<file path="src/source/im2col_defines.svh">
`ifndef IM2COL_DEFINES_SVH
`define IM2COL_DEFINES_SVH

// bus and transaction field widths
`define IM2COL_DATA_W 32
`define IM2COL_ADDR_W 32

// DMA address map, one register window per channel
`define IM2COL_DMA_BASE    32'h0003_0000
`define IM2COL_DMA_CH_SIZE 32'h0000_0100

`define IM2COL_OFS_SRC_PTR    32'h00
`define IM2COL_OFS_DST_PTR    32'h04
`define IM2COL_OFS_SIZE_D1    32'h0C  // writing this one starts the channel
`define IM2COL_OFS_SIZE_D2    32'h10
`define IM2COL_OFS_SRC_INC_D1 32'h18
`define IM2COL_OFS_SRC_INC_D2 32'h1C
`define IM2COL_OFS_DST_INC_D1 32'h20
`define IM2COL_OFS_DST_INC_D2 32'h24
`define IM2COL_OFS_DATA_TYPE  32'h2C
`define IM2COL_OFS_DIM        32'h34
`define IM2COL_OFS_TOP_PAD    32'h3C
`define IM2COL_OFS_BOTTOM_PAD 32'h40
`define IM2COL_OFS_RIGHT_PAD  32'h44
`define IM2COL_OFS_LEFT_PAD   32'h48

`define IM2COL_FIFO_DEPTH 4
`define IM2COL_NUM_CH     2
`define IM2COL_CH_W       1

`endif

</file>
<file path="src/source/im2col_pkg.sv">
`default_nettype none
`include "im2col_defines.svh"

package im2col_pkg;

  // convolution setup, sampled on the start strobe
  typedef struct packed {
    logic [`IM2COL_DATA_W-1:0] src_ptr;
    logic [`IM2COL_DATA_W-1:0] dst_ptr;
    logic [15:0]               ih;
    logic [15:0]               iw;
    logic [15:0]               n_patches_h;
    logic [15:0]               n_patches_w;
    logic [7:0]                fh;
    logic [7:0]                fw;
    logic [7:0]                num_ch;
    logic [7:0]                pad_top;
    logic [7:0]                pad_left;
    logic [1:0]                data_type;
    logic                      irq_en;  // raise irq_o when the job ends
  } im2col_cfg_t;

  // one 2D DMA job, constant increments are left out
  typedef struct packed {
    logic [`IM2COL_DATA_W-1:0] input_ptr;
    logic [`IM2COL_DATA_W-1:0] output_ptr;
    logic [`IM2COL_DATA_W-1:0] in_inc_d2;
    logic [`IM2COL_DATA_W-1:0] n_zeros_top;
    logic [`IM2COL_DATA_W-1:0] n_zeros_bottom;
    logic [`IM2COL_DATA_W-1:0] n_zeros_left;
    logic [`IM2COL_DATA_W-1:0] n_zeros_right;
    logic [`IM2COL_DATA_W-1:0] size_d1;
    logic [`IM2COL_DATA_W-1:0] size_d2;
    logic [1:0]                data_type;
  } dma_trans_t;

  typedef struct packed {
    logic                      req;
    logic                      we;
    logic [3:0]                be;
    logic [`IM2COL_ADDR_W-1:0] addr;
    logic [`IM2COL_DATA_W-1:0] wdata;
  } bus_req_t;

endpackage

`default_nettype wire

</file>
<file path="src/source/im2col_ch_tracker.sv">
`timescale 1ns/1ps
`default_nettype none
`include "im2col_defines.svh"

module im2col_ch_tracker (
  input  wire                          clk_i,
  input  wire                          rst_ni,
  input  wire                          alloc_i,
  input  wire [`IM2COL_NUM_CH-1:0]     dma_done_i,
  output logic                         free_o,
  output logic [`IM2COL_CH_W-1:0]      ch_o
);

  logic [`IM2COL_NUM_CH-1:0] busy_q;

  // lowest numbered idle channel wins
  always_comb begin
    ch_o = '0;
    for (int i = `IM2COL_NUM_CH - 1; i >= 0; i--) begin
      if (!busy_q[i]) ch_o = `IM2COL_CH_W'(i);
    end
  end

  assign free_o = ~&busy_q;

  always_ff @(posedge clk_i or negedge rst_ni) begin
    if (!rst_ni) begin
      busy_q <= '0;
    end else begin
      for (int i = 0; i < `IM2COL_NUM_CH; i++) begin
        if (dma_done_i[i]) busy_q[i] <= 1'b0;  // channel finished its transfer
      end
      if (alloc_i) busy_q[ch_o] <= 1'b1;
    end
  end

endmodule

`default_nettype wire

</file>
<file path="src/source/im2col_dma_loader.sv">
`timescale 1ns/1ps
`default_nettype none
`include "im2col_defines.svh"

module im2col_dma_loader (
  input  wire                          clk_i,
  input  wire                          rst_ni,
  input  wire                          empty_i,
  input  wire im2col_pkg::dma_trans_t  trans_i,
  output logic                         pop_o,
  input  wire                          free_i,
  input  wire [`IM2COL_CH_W-1:0]       ch_i,
  output logic                         alloc_o,
  output im2col_pkg::bus_req_t         bus_req_o,
  input  wire                          bus_gnt_i,
  output logic                         idle_o
);

  typedef logic [`IM2COL_DATA_W-1:0] word_t;
  typedef logic [`IM2COL_ADDR_W-1:0] addr_t;

  typedef enum logic {
    LD_IDLE, LD_WRITE
  } state_e;

  state_e                 state_q;
  logic [3:0]             idx_q;    // register being written, 0..13
  im2col_pkg::dma_trans_t trans_q;
  logic [`IM2COL_CH_W-1:0] ch_q;
  addr_t                  ofs;
  word_t                  wdata;

  // take a job only when there is a channel to put it on
  assign pop_o   = (state_q == LD_IDLE) && !empty_i && free_i;
  assign alloc_o = pop_o;
  assign idle_o  = (state_q == LD_IDLE);

  always_comb begin
    case (idx_q)
      4'd0:    begin ofs = `IM2COL_OFS_DIM;        wdata = word_t'(1);                 end
      4'd1:    begin ofs = `IM2COL_OFS_DATA_TYPE;  wdata = word_t'(trans_q.data_type); end
      4'd2:    begin ofs = `IM2COL_OFS_TOP_PAD;    wdata = trans_q.n_zeros_top;        end
      4'd3:    begin ofs = `IM2COL_OFS_BOTTOM_PAD; wdata = trans_q.n_zeros_bottom;     end
      4'd4:    begin ofs = `IM2COL_OFS_LEFT_PAD;   wdata = trans_q.n_zeros_left;       end
      4'd5:    begin ofs = `IM2COL_OFS_RIGHT_PAD;  wdata = trans_q.n_zeros_right;      end
      4'd6:    begin ofs = `IM2COL_OFS_SRC_PTR;    wdata = trans_q.input_ptr;          end
      4'd7:    begin ofs = `IM2COL_OFS_DST_PTR;    wdata = trans_q.output_ptr;         end
      4'd8:    begin ofs = `IM2COL_OFS_SRC_INC_D1; wdata = word_t'(1);                 end
      4'd9:    begin ofs = `IM2COL_OFS_SRC_INC_D2; wdata = trans_q.in_inc_d2;          end
      4'd10:   begin ofs = `IM2COL_OFS_DST_INC_D1; wdata = word_t'(1);                 end
      4'd11:   begin ofs = `IM2COL_OFS_DST_INC_D2; wdata = word_t'(1);                 end
      4'd12:   begin ofs = `IM2COL_OFS_SIZE_D2;    wdata = trans_q.size_d2;            end
      default: begin ofs = `IM2COL_OFS_SIZE_D1;    wdata = trans_q.size_d1;            end
    endcase
  end

  // request fields come straight from registers, so they hold until granted
  assign bus_req_o.req   = (state_q == LD_WRITE);
  assign bus_req_o.we    = 1'b1;
  assign bus_req_o.be    = 4'b1111;
  assign bus_req_o.addr  = `IM2COL_DMA_BASE + addr_t'(ch_q) * `IM2COL_DMA_CH_SIZE + ofs;
  assign bus_req_o.wdata = wdata;

  always_ff @(posedge clk_i or negedge rst_ni) begin
    if (!rst_ni) begin
      state_q <= LD_IDLE;
      idx_q   <= '0;
    end else begin
      case (state_q)
        LD_IDLE: begin
          if (pop_o) begin
            state_q <= LD_WRITE;
            idx_q   <= '0;
          end
        end
        LD_WRITE: begin
          if (bus_gnt_i) begin
            if (idx_q == 4'd13) begin
              state_q <= LD_IDLE;  // size d1 accepted, channel is running
            end else begin
              idx_q <= idx_q + 4'd1;
            end
          end
        end
        default: state_q <= LD_IDLE;
      endcase
    end
  end

  always_ff @(posedge clk_i) begin
    if (pop_o) begin
      trans_q <= trans_i;
      ch_q    <= ch_i;
    end
  end

endmodule

`default_nettype wire

</file>
<file path="src/source/im2col_fifo.sv">
`timescale 1ns/1ps
`default_nettype none

module im2col_fifo #(
  parameter type         payload_t = logic [31:0],
  parameter int unsigned depth     = 4
) (
  input  wire      clk_i,
  input  wire      rst_ni,
  input  wire      push_i,
  input  payload_t data_i,
  input  wire      pop_i,
  output payload_t data_o,
  output logic     full_o,
  output logic     empty_o
);

  localparam int unsigned ptr_w = (depth > 1) ? $clog2(depth) : 1;
  localparam int unsigned cnt_w = $clog2(depth + 1);

  payload_t         mem_q [depth];
  logic [ptr_w-1:0] wr_ptr_q, rd_ptr_q;
  logic [cnt_w-1:0] cnt_q;
  logic             do_push, do_pop;

  assign full_o  = (cnt_q == cnt_w'(depth));
  assign empty_o = (cnt_q == '0);
  assign do_push = push_i && !full_o;  // writes into a full buffer are dropped
  assign do_pop  = pop_i && !empty_o;
  assign data_o  = mem_q[rd_ptr_q];   // head entry

  always_ff @(posedge clk_i or negedge rst_ni) begin
    if (!rst_ni) begin
      wr_ptr_q <= '0;
      rd_ptr_q <= '0;
      cnt_q    <= '0;
    end else begin
      if (do_push) wr_ptr_q <= (wr_ptr_q == ptr_w'(depth - 1)) ? '0 : wr_ptr_q + 1'b1;
      if (do_pop) rd_ptr_q <= (rd_ptr_q == ptr_w'(depth - 1)) ? '0 : rd_ptr_q + 1'b1;
      case ({do_push, do_pop})
        2'b10:   cnt_q <= cnt_q + 1'b1;
        2'b01:   cnt_q <= cnt_q - 1'b1;
        default: ;
      endcase
    end
  end

  always_ff @(posedge clk_i) begin
    if (do_push) mem_q[wr_ptr_q] <= data_i;
  end

endmodule

`default_nettype wire

</file>
<file path="src/source/im2col_param_gen.sv">
`timescale 1ns/1ps
`default_nettype none
`include "im2col_defines.svh"

module im2col_param_gen (
  input  wire                          clk_i,
  input  wire                          rst_ni,
  input  wire                          start_i,
  input  wire im2col_pkg::im2col_cfg_t cfg_i,
  input  wire                          full_i,
  output logic                         push_o,
  output im2col_pkg::dma_trans_t       trans_o,
  output logic                         active_o
);

  typedef logic [`IM2COL_DATA_W-1:0] word_t;

  typedef enum logic [2:0] {
    ST_IDLE, ST_OFS, ST_COORD, ST_ZEROS, ST_XFER, ST_PUSH
  } state_e;

  state_e                  state_q;
  im2col_pkg::im2col_cfg_t cfg_q;
  logic [7:0]              c_q, kh_q, kw_q;
  word_t                   fw_min_q, fh_min_q;  // filter taps left of the current one
  word_t                   row_q, col_q;
  word_t                   z_top_q, z_bot_q, z_left_q, z_right_q;
  word_t                   sz1_q, sz2_q, in_ptr_q, in_inc_q, out_ptr_q;
  word_t                   rpad_raw, bpad_raw, rpad, bpad, sz1_c, patch_sz;
  logic                    last_c;

  // padding the patch grid needs beyond the image edge
  assign rpad_raw = word_t'(cfg_q.n_patches_w) - 1 + word_t'(cfg_q.fw)
                  - word_t'(cfg_q.iw) - word_t'(cfg_q.pad_left);
  assign bpad_raw = word_t'(cfg_q.n_patches_h) - 1 + word_t'(cfg_q.fh)
                  - word_t'(cfg_q.ih) - word_t'(cfg_q.pad_top);
  assign rpad = rpad_raw[`IM2COL_DATA_W-1] ? '0 : rpad_raw;  // clamp negative
  assign bpad = bpad_raw[`IM2COL_DATA_W-1] ? '0 : bpad_raw;

  assign sz1_c    = word_t'(cfg_q.n_patches_w) - z_left_q - z_right_q;
  assign patch_sz = word_t'(cfg_q.n_patches_h) * word_t'(cfg_q.n_patches_w);
  assign last_c   = (c_q == cfg_q.num_ch - 8'd1) && (kh_q == cfg_q.fh - 8'd1)
                  && (kw_q == cfg_q.fw - 8'd1);

  assign push_o   = (state_q == ST_PUSH) && !full_i;  // stall while the FIFO is full
  assign active_o = (state_q != ST_IDLE);

  always_ff @(posedge clk_i or negedge rst_ni) begin
    if (!rst_ni) begin
      state_q <= ST_IDLE;
      c_q     <= '0;
      kh_q    <= '0;
      kw_q    <= '0;
    end else begin
      case (state_q)
        ST_IDLE: begin
          if (start_i) begin
            state_q <= ST_OFS;
            c_q     <= '0;
            kh_q    <= '0;
            kw_q    <= '0;
          end
        end
        ST_OFS:   state_q <= ST_COORD;
        ST_COORD: state_q <= ST_ZEROS;
        ST_ZEROS: state_q <= ST_XFER;
        ST_XFER:  state_q <= ST_PUSH;
        ST_PUSH: begin
          if (push_o) begin
            state_q <= last_c ? ST_IDLE : ST_OFS;
            // column innermost, then row, then channel
            if (kw_q == cfg_q.fw - 8'd1) begin
              kw_q <= '0;
              if (kh_q == cfg_q.fh - 8'd1) begin
                kh_q <= '0;
                c_q  <= c_q + 8'd1;
              end else begin
                kh_q <= kh_q + 8'd1;
              end
            end else begin
              kw_q <= kw_q + 8'd1;
            end
          end
        end
        default: state_q <= ST_IDLE;
      endcase
    end
  end

  always_ff @(posedge clk_i) begin
    if (state_q == ST_IDLE && start_i) begin
      cfg_q     <= cfg_i;
      out_ptr_q <= cfg_i.dst_ptr;
    end
    if (push_o) out_ptr_q <= out_ptr_q + patch_sz;  // next output slab
    case (state_q)
      ST_OFS: begin
        fw_min_q <= word_t'(cfg_q.fw) - 1 - word_t'(kw_q);
        fh_min_q <= word_t'(cfg_q.fh) - 1 - word_t'(kh_q);
      end
      ST_COORD: begin
        row_q <= word_t'(c_q) * word_t'(cfg_q.ih) + word_t'(kh_q) - word_t'(cfg_q.pad_top);
        col_q <= word_t'(kw_q) - word_t'(cfg_q.pad_left);
      end
      ST_ZEROS: begin
        z_left_q  <= (cfg_q.pad_left > kw_q) ? word_t'(cfg_q.pad_left - kw_q) : '0;
        z_top_q   <= (cfg_q.pad_top > kh_q) ? word_t'(cfg_q.pad_top - kh_q) : '0;
        z_right_q <= (rpad > fw_min_q) ? rpad - fw_min_q : '0;
        z_bot_q   <= (bpad > fh_min_q) ? bpad - fh_min_q : '0;
      end
      ST_XFER: begin
        sz1_q    <= sz1_c;
        sz2_q    <= word_t'(cfg_q.n_patches_h) - z_top_q - z_bot_q;
        in_ptr_q <= cfg_q.src_ptr + (row_q + z_top_q) * word_t'(cfg_q.iw) + col_q + z_left_q;
        in_inc_q <= word_t'(cfg_q.iw) - sz1_c + 1;  // jump back to the next row start
      end
      default: ;
    endcase
  end

  assign trans_o.input_ptr      = in_ptr_q;
  assign trans_o.output_ptr     = out_ptr_q;
  assign trans_o.in_inc_d2      = in_inc_q;
  assign trans_o.n_zeros_top    = z_top_q;
  assign trans_o.n_zeros_bottom = z_bot_q;
  assign trans_o.n_zeros_left   = z_left_q;
  assign trans_o.n_zeros_right  = z_right_q;
  assign trans_o.size_d1        = sz1_q;
  assign trans_o.size_d2        = sz2_q;
  assign trans_o.data_type      = cfg_q.data_type;

endmodule

`default_nettype wire

</file>
<file path="src/source/im2col_spc.sv">
`timescale 1ns/1ps
`default_nettype none
`include "im2col_defines.svh"

module im2col_spc (
  input  wire                          clk_i,
  input  wire                          rst_ni,
  input  wire                          start_i,
  input  wire im2col_pkg::im2col_cfg_t cfg_i,
  output im2col_pkg::bus_req_t         bus_req_o,
  input  wire                          bus_gnt_i,
  input  wire [`IM2COL_NUM_CH-1:0]     dma_done_i,
  output logic                         done_o,
  output logic                         busy_o,
  output logic                         irq_o,
  input  wire                          irq_clr_i
);

  im2col_pkg::dma_trans_t  gen_trans, fifo_trans;
  logic                    gen_push, gen_active, start_ok;
  logic                    fifo_full, fifo_empty, fifo_pop;
  logic                    ch_free, ch_alloc, ld_idle;
  logic [`IM2COL_CH_W-1:0] ch_idx;
  logic                    busy_q, irq_en_q, irq_q;

  assign start_ok = start_i && !busy_q;  // a start during a job is ignored

  im2col_param_gen u_param_gen (
    .clk_i,
    .rst_ni,
    .start_i  (start_ok),
    .cfg_i,
    .full_i   (fifo_full),
    .push_o   (gen_push),
    .trans_o  (gen_trans),
    .active_o (gen_active)
  );

  im2col_fifo #(
    .payload_t (im2col_pkg::dma_trans_t),
    .depth     (`IM2COL_FIFO_DEPTH)
  ) u_fifo (
    .clk_i,
    .rst_ni,
    .push_i  (gen_push),
    .data_i  (gen_trans),
    .pop_i   (fifo_pop),
    .data_o  (fifo_trans),
    .full_o  (fifo_full),
    .empty_o (fifo_empty)
  );

  im2col_ch_tracker u_ch_tracker (
    .clk_i,
    .rst_ni,
    .alloc_i    (ch_alloc),
    .dma_done_i,
    .free_o     (ch_free),
    .ch_o       (ch_idx)
  );

  im2col_dma_loader u_dma_loader (
    .clk_i,
    .rst_ni,
    .empty_i   (fifo_empty),
    .trans_i   (fifo_trans),
    .pop_o     (fifo_pop),
    .free_i    (ch_free),
    .ch_i      (ch_idx),
    .alloc_o   (ch_alloc),
    .bus_req_o,
    .bus_gnt_i,
    .idle_o    (ld_idle)
  );

  // all jobs generated, queued and written out
  assign done_o = busy_q && !gen_active && fifo_empty && ld_idle;
  assign busy_o = busy_q;
  assign irq_o  = irq_q;

  always_ff @(posedge clk_i or negedge rst_ni) begin
    if (!rst_ni) begin
      busy_q   <= 1'b0;
      irq_en_q <= 1'b0;
      irq_q    <= 1'b0;
    end else begin
      if (start_ok) begin
        busy_q   <= 1'b1;
        irq_en_q <= cfg_i.irq_en;
      end else if (done_o) begin
        busy_q <= 1'b0;
      end
      if (done_o && irq_en_q) irq_q <= 1'b1;  // sticky until cleared
      else if (irq_clr_i) irq_q <= 1'b0;
    end
  end

endmodule

`default_nettype wire

</file>
<file path="config.mk">
export PLATFORM = sky130hd
export DESIGN_NAME = im2col_spc
export DESIGN_NICKNAME = d
export VERILOG_FILES = /design/src/source/im2col_pkg.sv /design/src/source/im2col_ch_tracker.sv /design/src/source/im2col_dma_loader.sv /design/src/source/im2col_fifo.sv /design/src/source/im2col_param_gen.sv /design/src/source/im2col_spc.sv
export VERILOG_INCLUDE_DIRS = /design/src /design/src/source
export SDC_FILE = /design/constraint.sdc
export NUM_CORES = 2
export LEC_CHECK = 0
export ABC_AREA = 0
export BUFFER_PORTS_ARGS = -buffer_cell sky130_fd_sc_hd__buf_4
export CORE_MARGIN = 3
export CORE_UTILIZATION = 55
export DETAILED_ROUTE_END_ITERATION = 8
export GPL_ROUTABILITY_DRIVEN = 0
export PLACE_DENSITY = 0.71
export SLEW_MARGIN = 30
export SYNTH_ARGS = -nofsm -noshare
export SYNTH_HDL_FRONTEND = slang
export SYNTH_SLANG_ARGS = --single-unit
</file>
<file path="constraint.sdc">
create_clock -name clk_i -period 25.7 [get_ports clk_i]
set_clock_uncertainty 0.2 [all_clocks]
set_input_delay 3.855 -clock clk_i [delete_from_list [all_inputs] [get_ports clk_i]]
set_output_delay 3.855 -clock clk_i [all_outputs]
set_load 0.1 [all_outputs]
</file>
==> out/metrics.cfg <==
[placed_design]
port_buffers=219
placed_area_sq_mm=0.111
hpwl_microns=202000

[timing]
post-route-period-util_pct=39.7
hold_viol_final=0
slew-limit-headroom_pct=28.7
fin_crit_ns=10.20
setup_violations=0
rsz0062_at_grt=false
worst_pin_slew_ns=1.07
setup-tns-final_ns=0
max_clock_freq_mhz=98.1
slew_violations=0

[synth]
synth_area_per_cell_sq_um=13.0
synth_common_cells=edfxtp_1 (1704), inv_1 (1309), fa_1 (786), nand2_1 (636), ha_1 (597)
yosysSeqAreaShare_pct=49.4
synth_cell_types=79
yosysWarnings=0
ys.flop_type=edfxtp_1
yosysMostFrequentCell=edfxtp_1
synth_edf_count=1704
synth_top_area_share_pct=48.4
netlist_area_sq_mm=0.106
yosys_register_bits=1748
async_flop_share_pct=2.52
netlist_top_cells_area=edfxtp_1 (48%), fa_1 (15%), ha_1 (7.1%)
synthCells=8135
yosys.area.top_type=edfxtp_1

[layout]
syn2layout_area_growth_pct=10.5
final_area_sq_mm=0.117
multi_input_area_sq_mm=0.0476
fin_nets=9961
regArea_sq_mm=0.0523
nFillCells=14500
drive_gt1_share_pct=10.9

[global_route]
grt_pass1_wl_microns=418000
antenna_found_initial=17
grt_overflow=0
grt_pass1_vias=68000
grt_max_degree=125
track_usage_pct=28.6

[clock_tree]
cts_root_buffer=clkbuf_16
clk_pin_slew_ns=0.06
post_cts_buffers=0
clk_latency_ns=0.85
cts.repair.resized=0
cts-buffers-inserted=180
h-tree-depth=4
cts.path.max_buffers=3
cts_hold_buf=0
cts_tree=yes
clock_sinks=1748

[die]
core-area_sq_mm=0.191
initial_core_util_pct=55.5
die_y_microns=444
dieArea_sq_mm=0.198
num_io_pins=251
die_x_microns=444
std_cell_rows=160

[detailed_routing]
wl_per_cell_microns=25.1
num_vias=65300
ant_nets=0
drtPass1Iterations=8
wirelength_microns=278000
vias_per_cell=5.90
first_iter_violations=6269
route.detailed.drc=0

[setup_path]
required_ns=26.03
critPathKind=reg -> reg
max_stage_delay_ns=1.02
critPathMaxFanout=21
worstPathArrival_ns=10.53
cp_slowest_cell=edfxtp_1
cp-start-kind=flop
crit_top_cell=o21ai_0
crit_path_end_kind=flop

[worst_hold_path]
hp-class=reg -> reg

[flow_run]
maxCapViolations=0

[run_status]
outcome=finished clean

## logic make-up (layout without fill, tap and decap cells)
group                    count (synthesis)  in the layout  synth area share, %
AO/OA/AOI/OAI                          982            982                 6.12
XOR/XNOR                               365            365                 3.09
adder cells (fa/ha/maj)               1383           1383                 21.9
buffers and inverters                 1611           1990                 5.84
flip-flops                            1748           1748                 49.4
multiplexers                           254            254                 5.30
other                                    2             53              0.00710
AND/OR/NAND/NOR                       1790           1790                 8.26
## final cells by class
class	count	area share, %
Clock buffer	221	4.09
Tap cell	2511	2.69
Clock inverter	116	1.14
Multi-Input combinational cell	4817	40.8
Timing Repair Buffer	343	2.29
Inverter	1310	4.21
Sequential cell	1748	44.8
Antenna cell	10	0.0214
## cells in the final DEF, fill, tap and decap left out, types with 129 or more instances in the layout
cell type,Yosys,final
nor2_1,316,315
xnor2_1,229,216
inv_1,1309,1309
nand2_1,636,636
buf_4,33,331
mux4_2,244,244
o21ai_0,210,210
fa_1,786,786
edfxtp_1,1704,1704
a21oi_1,221,217
clkbuf_16,0,184
xor2_1,131,129
ha_1,597,597
and2_1,342,341
## flip-flops by register name, indices dropped and copies added, names as in the netlist, 9 cells and up
name                   count
u_param_gen.sz1_q         32
u_param_gen.fh_min_q      31
u_fifo.mem_q             976
u_param_gen.in_ptr_q      32
u_param_gen.z_left_q       9
u_param_gen.cfg_q        136
u_param_gen.col_q          9
u_param_gen.sz2_q         32
u_param_gen.z_right_q     32
u_param_gen.z_bot_q       32
u_param_gen.fw_min_q      31
u_param_gen.out_ptr_q     32
u_param_gen.z_top_q        9
u_dma_loader.trans_q     244
u_param_gen.row_q         32
u_param_gen.in_inc_q      32
## final timing paths
path	from	endpoint	slack (ns)	cells past startpoint
worst min-delay path	u_param_gen.sz2_q[5]	u_fifo.mem_q[1][7]	0.28	0
worst max-delay path	u_param_gen.cfg_q[43]	u_param_gen.z_right_q[5]	15.50	34
max in group asynchronous	rst_ni	u_fifo.rd_ptr_q[0]	21.79	1
worst max register to register	u_param_gen.cfg_q[43]	u_param_gen.z_right_q[5]	15.50	34
worst min register to register	u_param_gen.sz2_q[5]	u_fifo.mem_q[1][7]	0.28	0
min in group asynchronous	rst_ni	u_param_gen.c_q[3]	2.94	1
## critical path, delay by kind of cell (launching register included)
kind,cells,cell delay [ns]
AND/OR/NAND/NOR,6,1.24
XOR/XNOR,1,0.16
adder cells (fa/ha/maj),5,1.93
flip-flops,1,1.02
AO/OA/AOI/OAI,19,4.71
buffers and inverters,3,0.60
## routing by layer
metal | routed length (microns) | track usage, % | vias to the layer above
met4 | 17100 | 15.0 | 6
met5 | 42 | 0 | -
met3 | 24200 | 5.89 | 682
li1 | - | - | 28500
met2 | 132000 | 46.3 | 2965
met1 | 104000 | 36.6 | 33200
## through the flow
stage	util, %	cells	hold WS [ns]	setup slack (ns)
6_report	61.3	11100	0.282	15.50
5_1_grt	61.3	11100	0.293	14.69
4_1_cts	61.2	11100	0.253	15.69
3_5_place_dp	58.0	10700	0.269	15.71
3_3_place_gp	58.0	10700	0.262	15.83
2_1_floorplan	-	8176	0.244	4.25
Power is not shown: default switching activity piles up to over one toggle a cycle in this logic, so the estimate is an artifact.
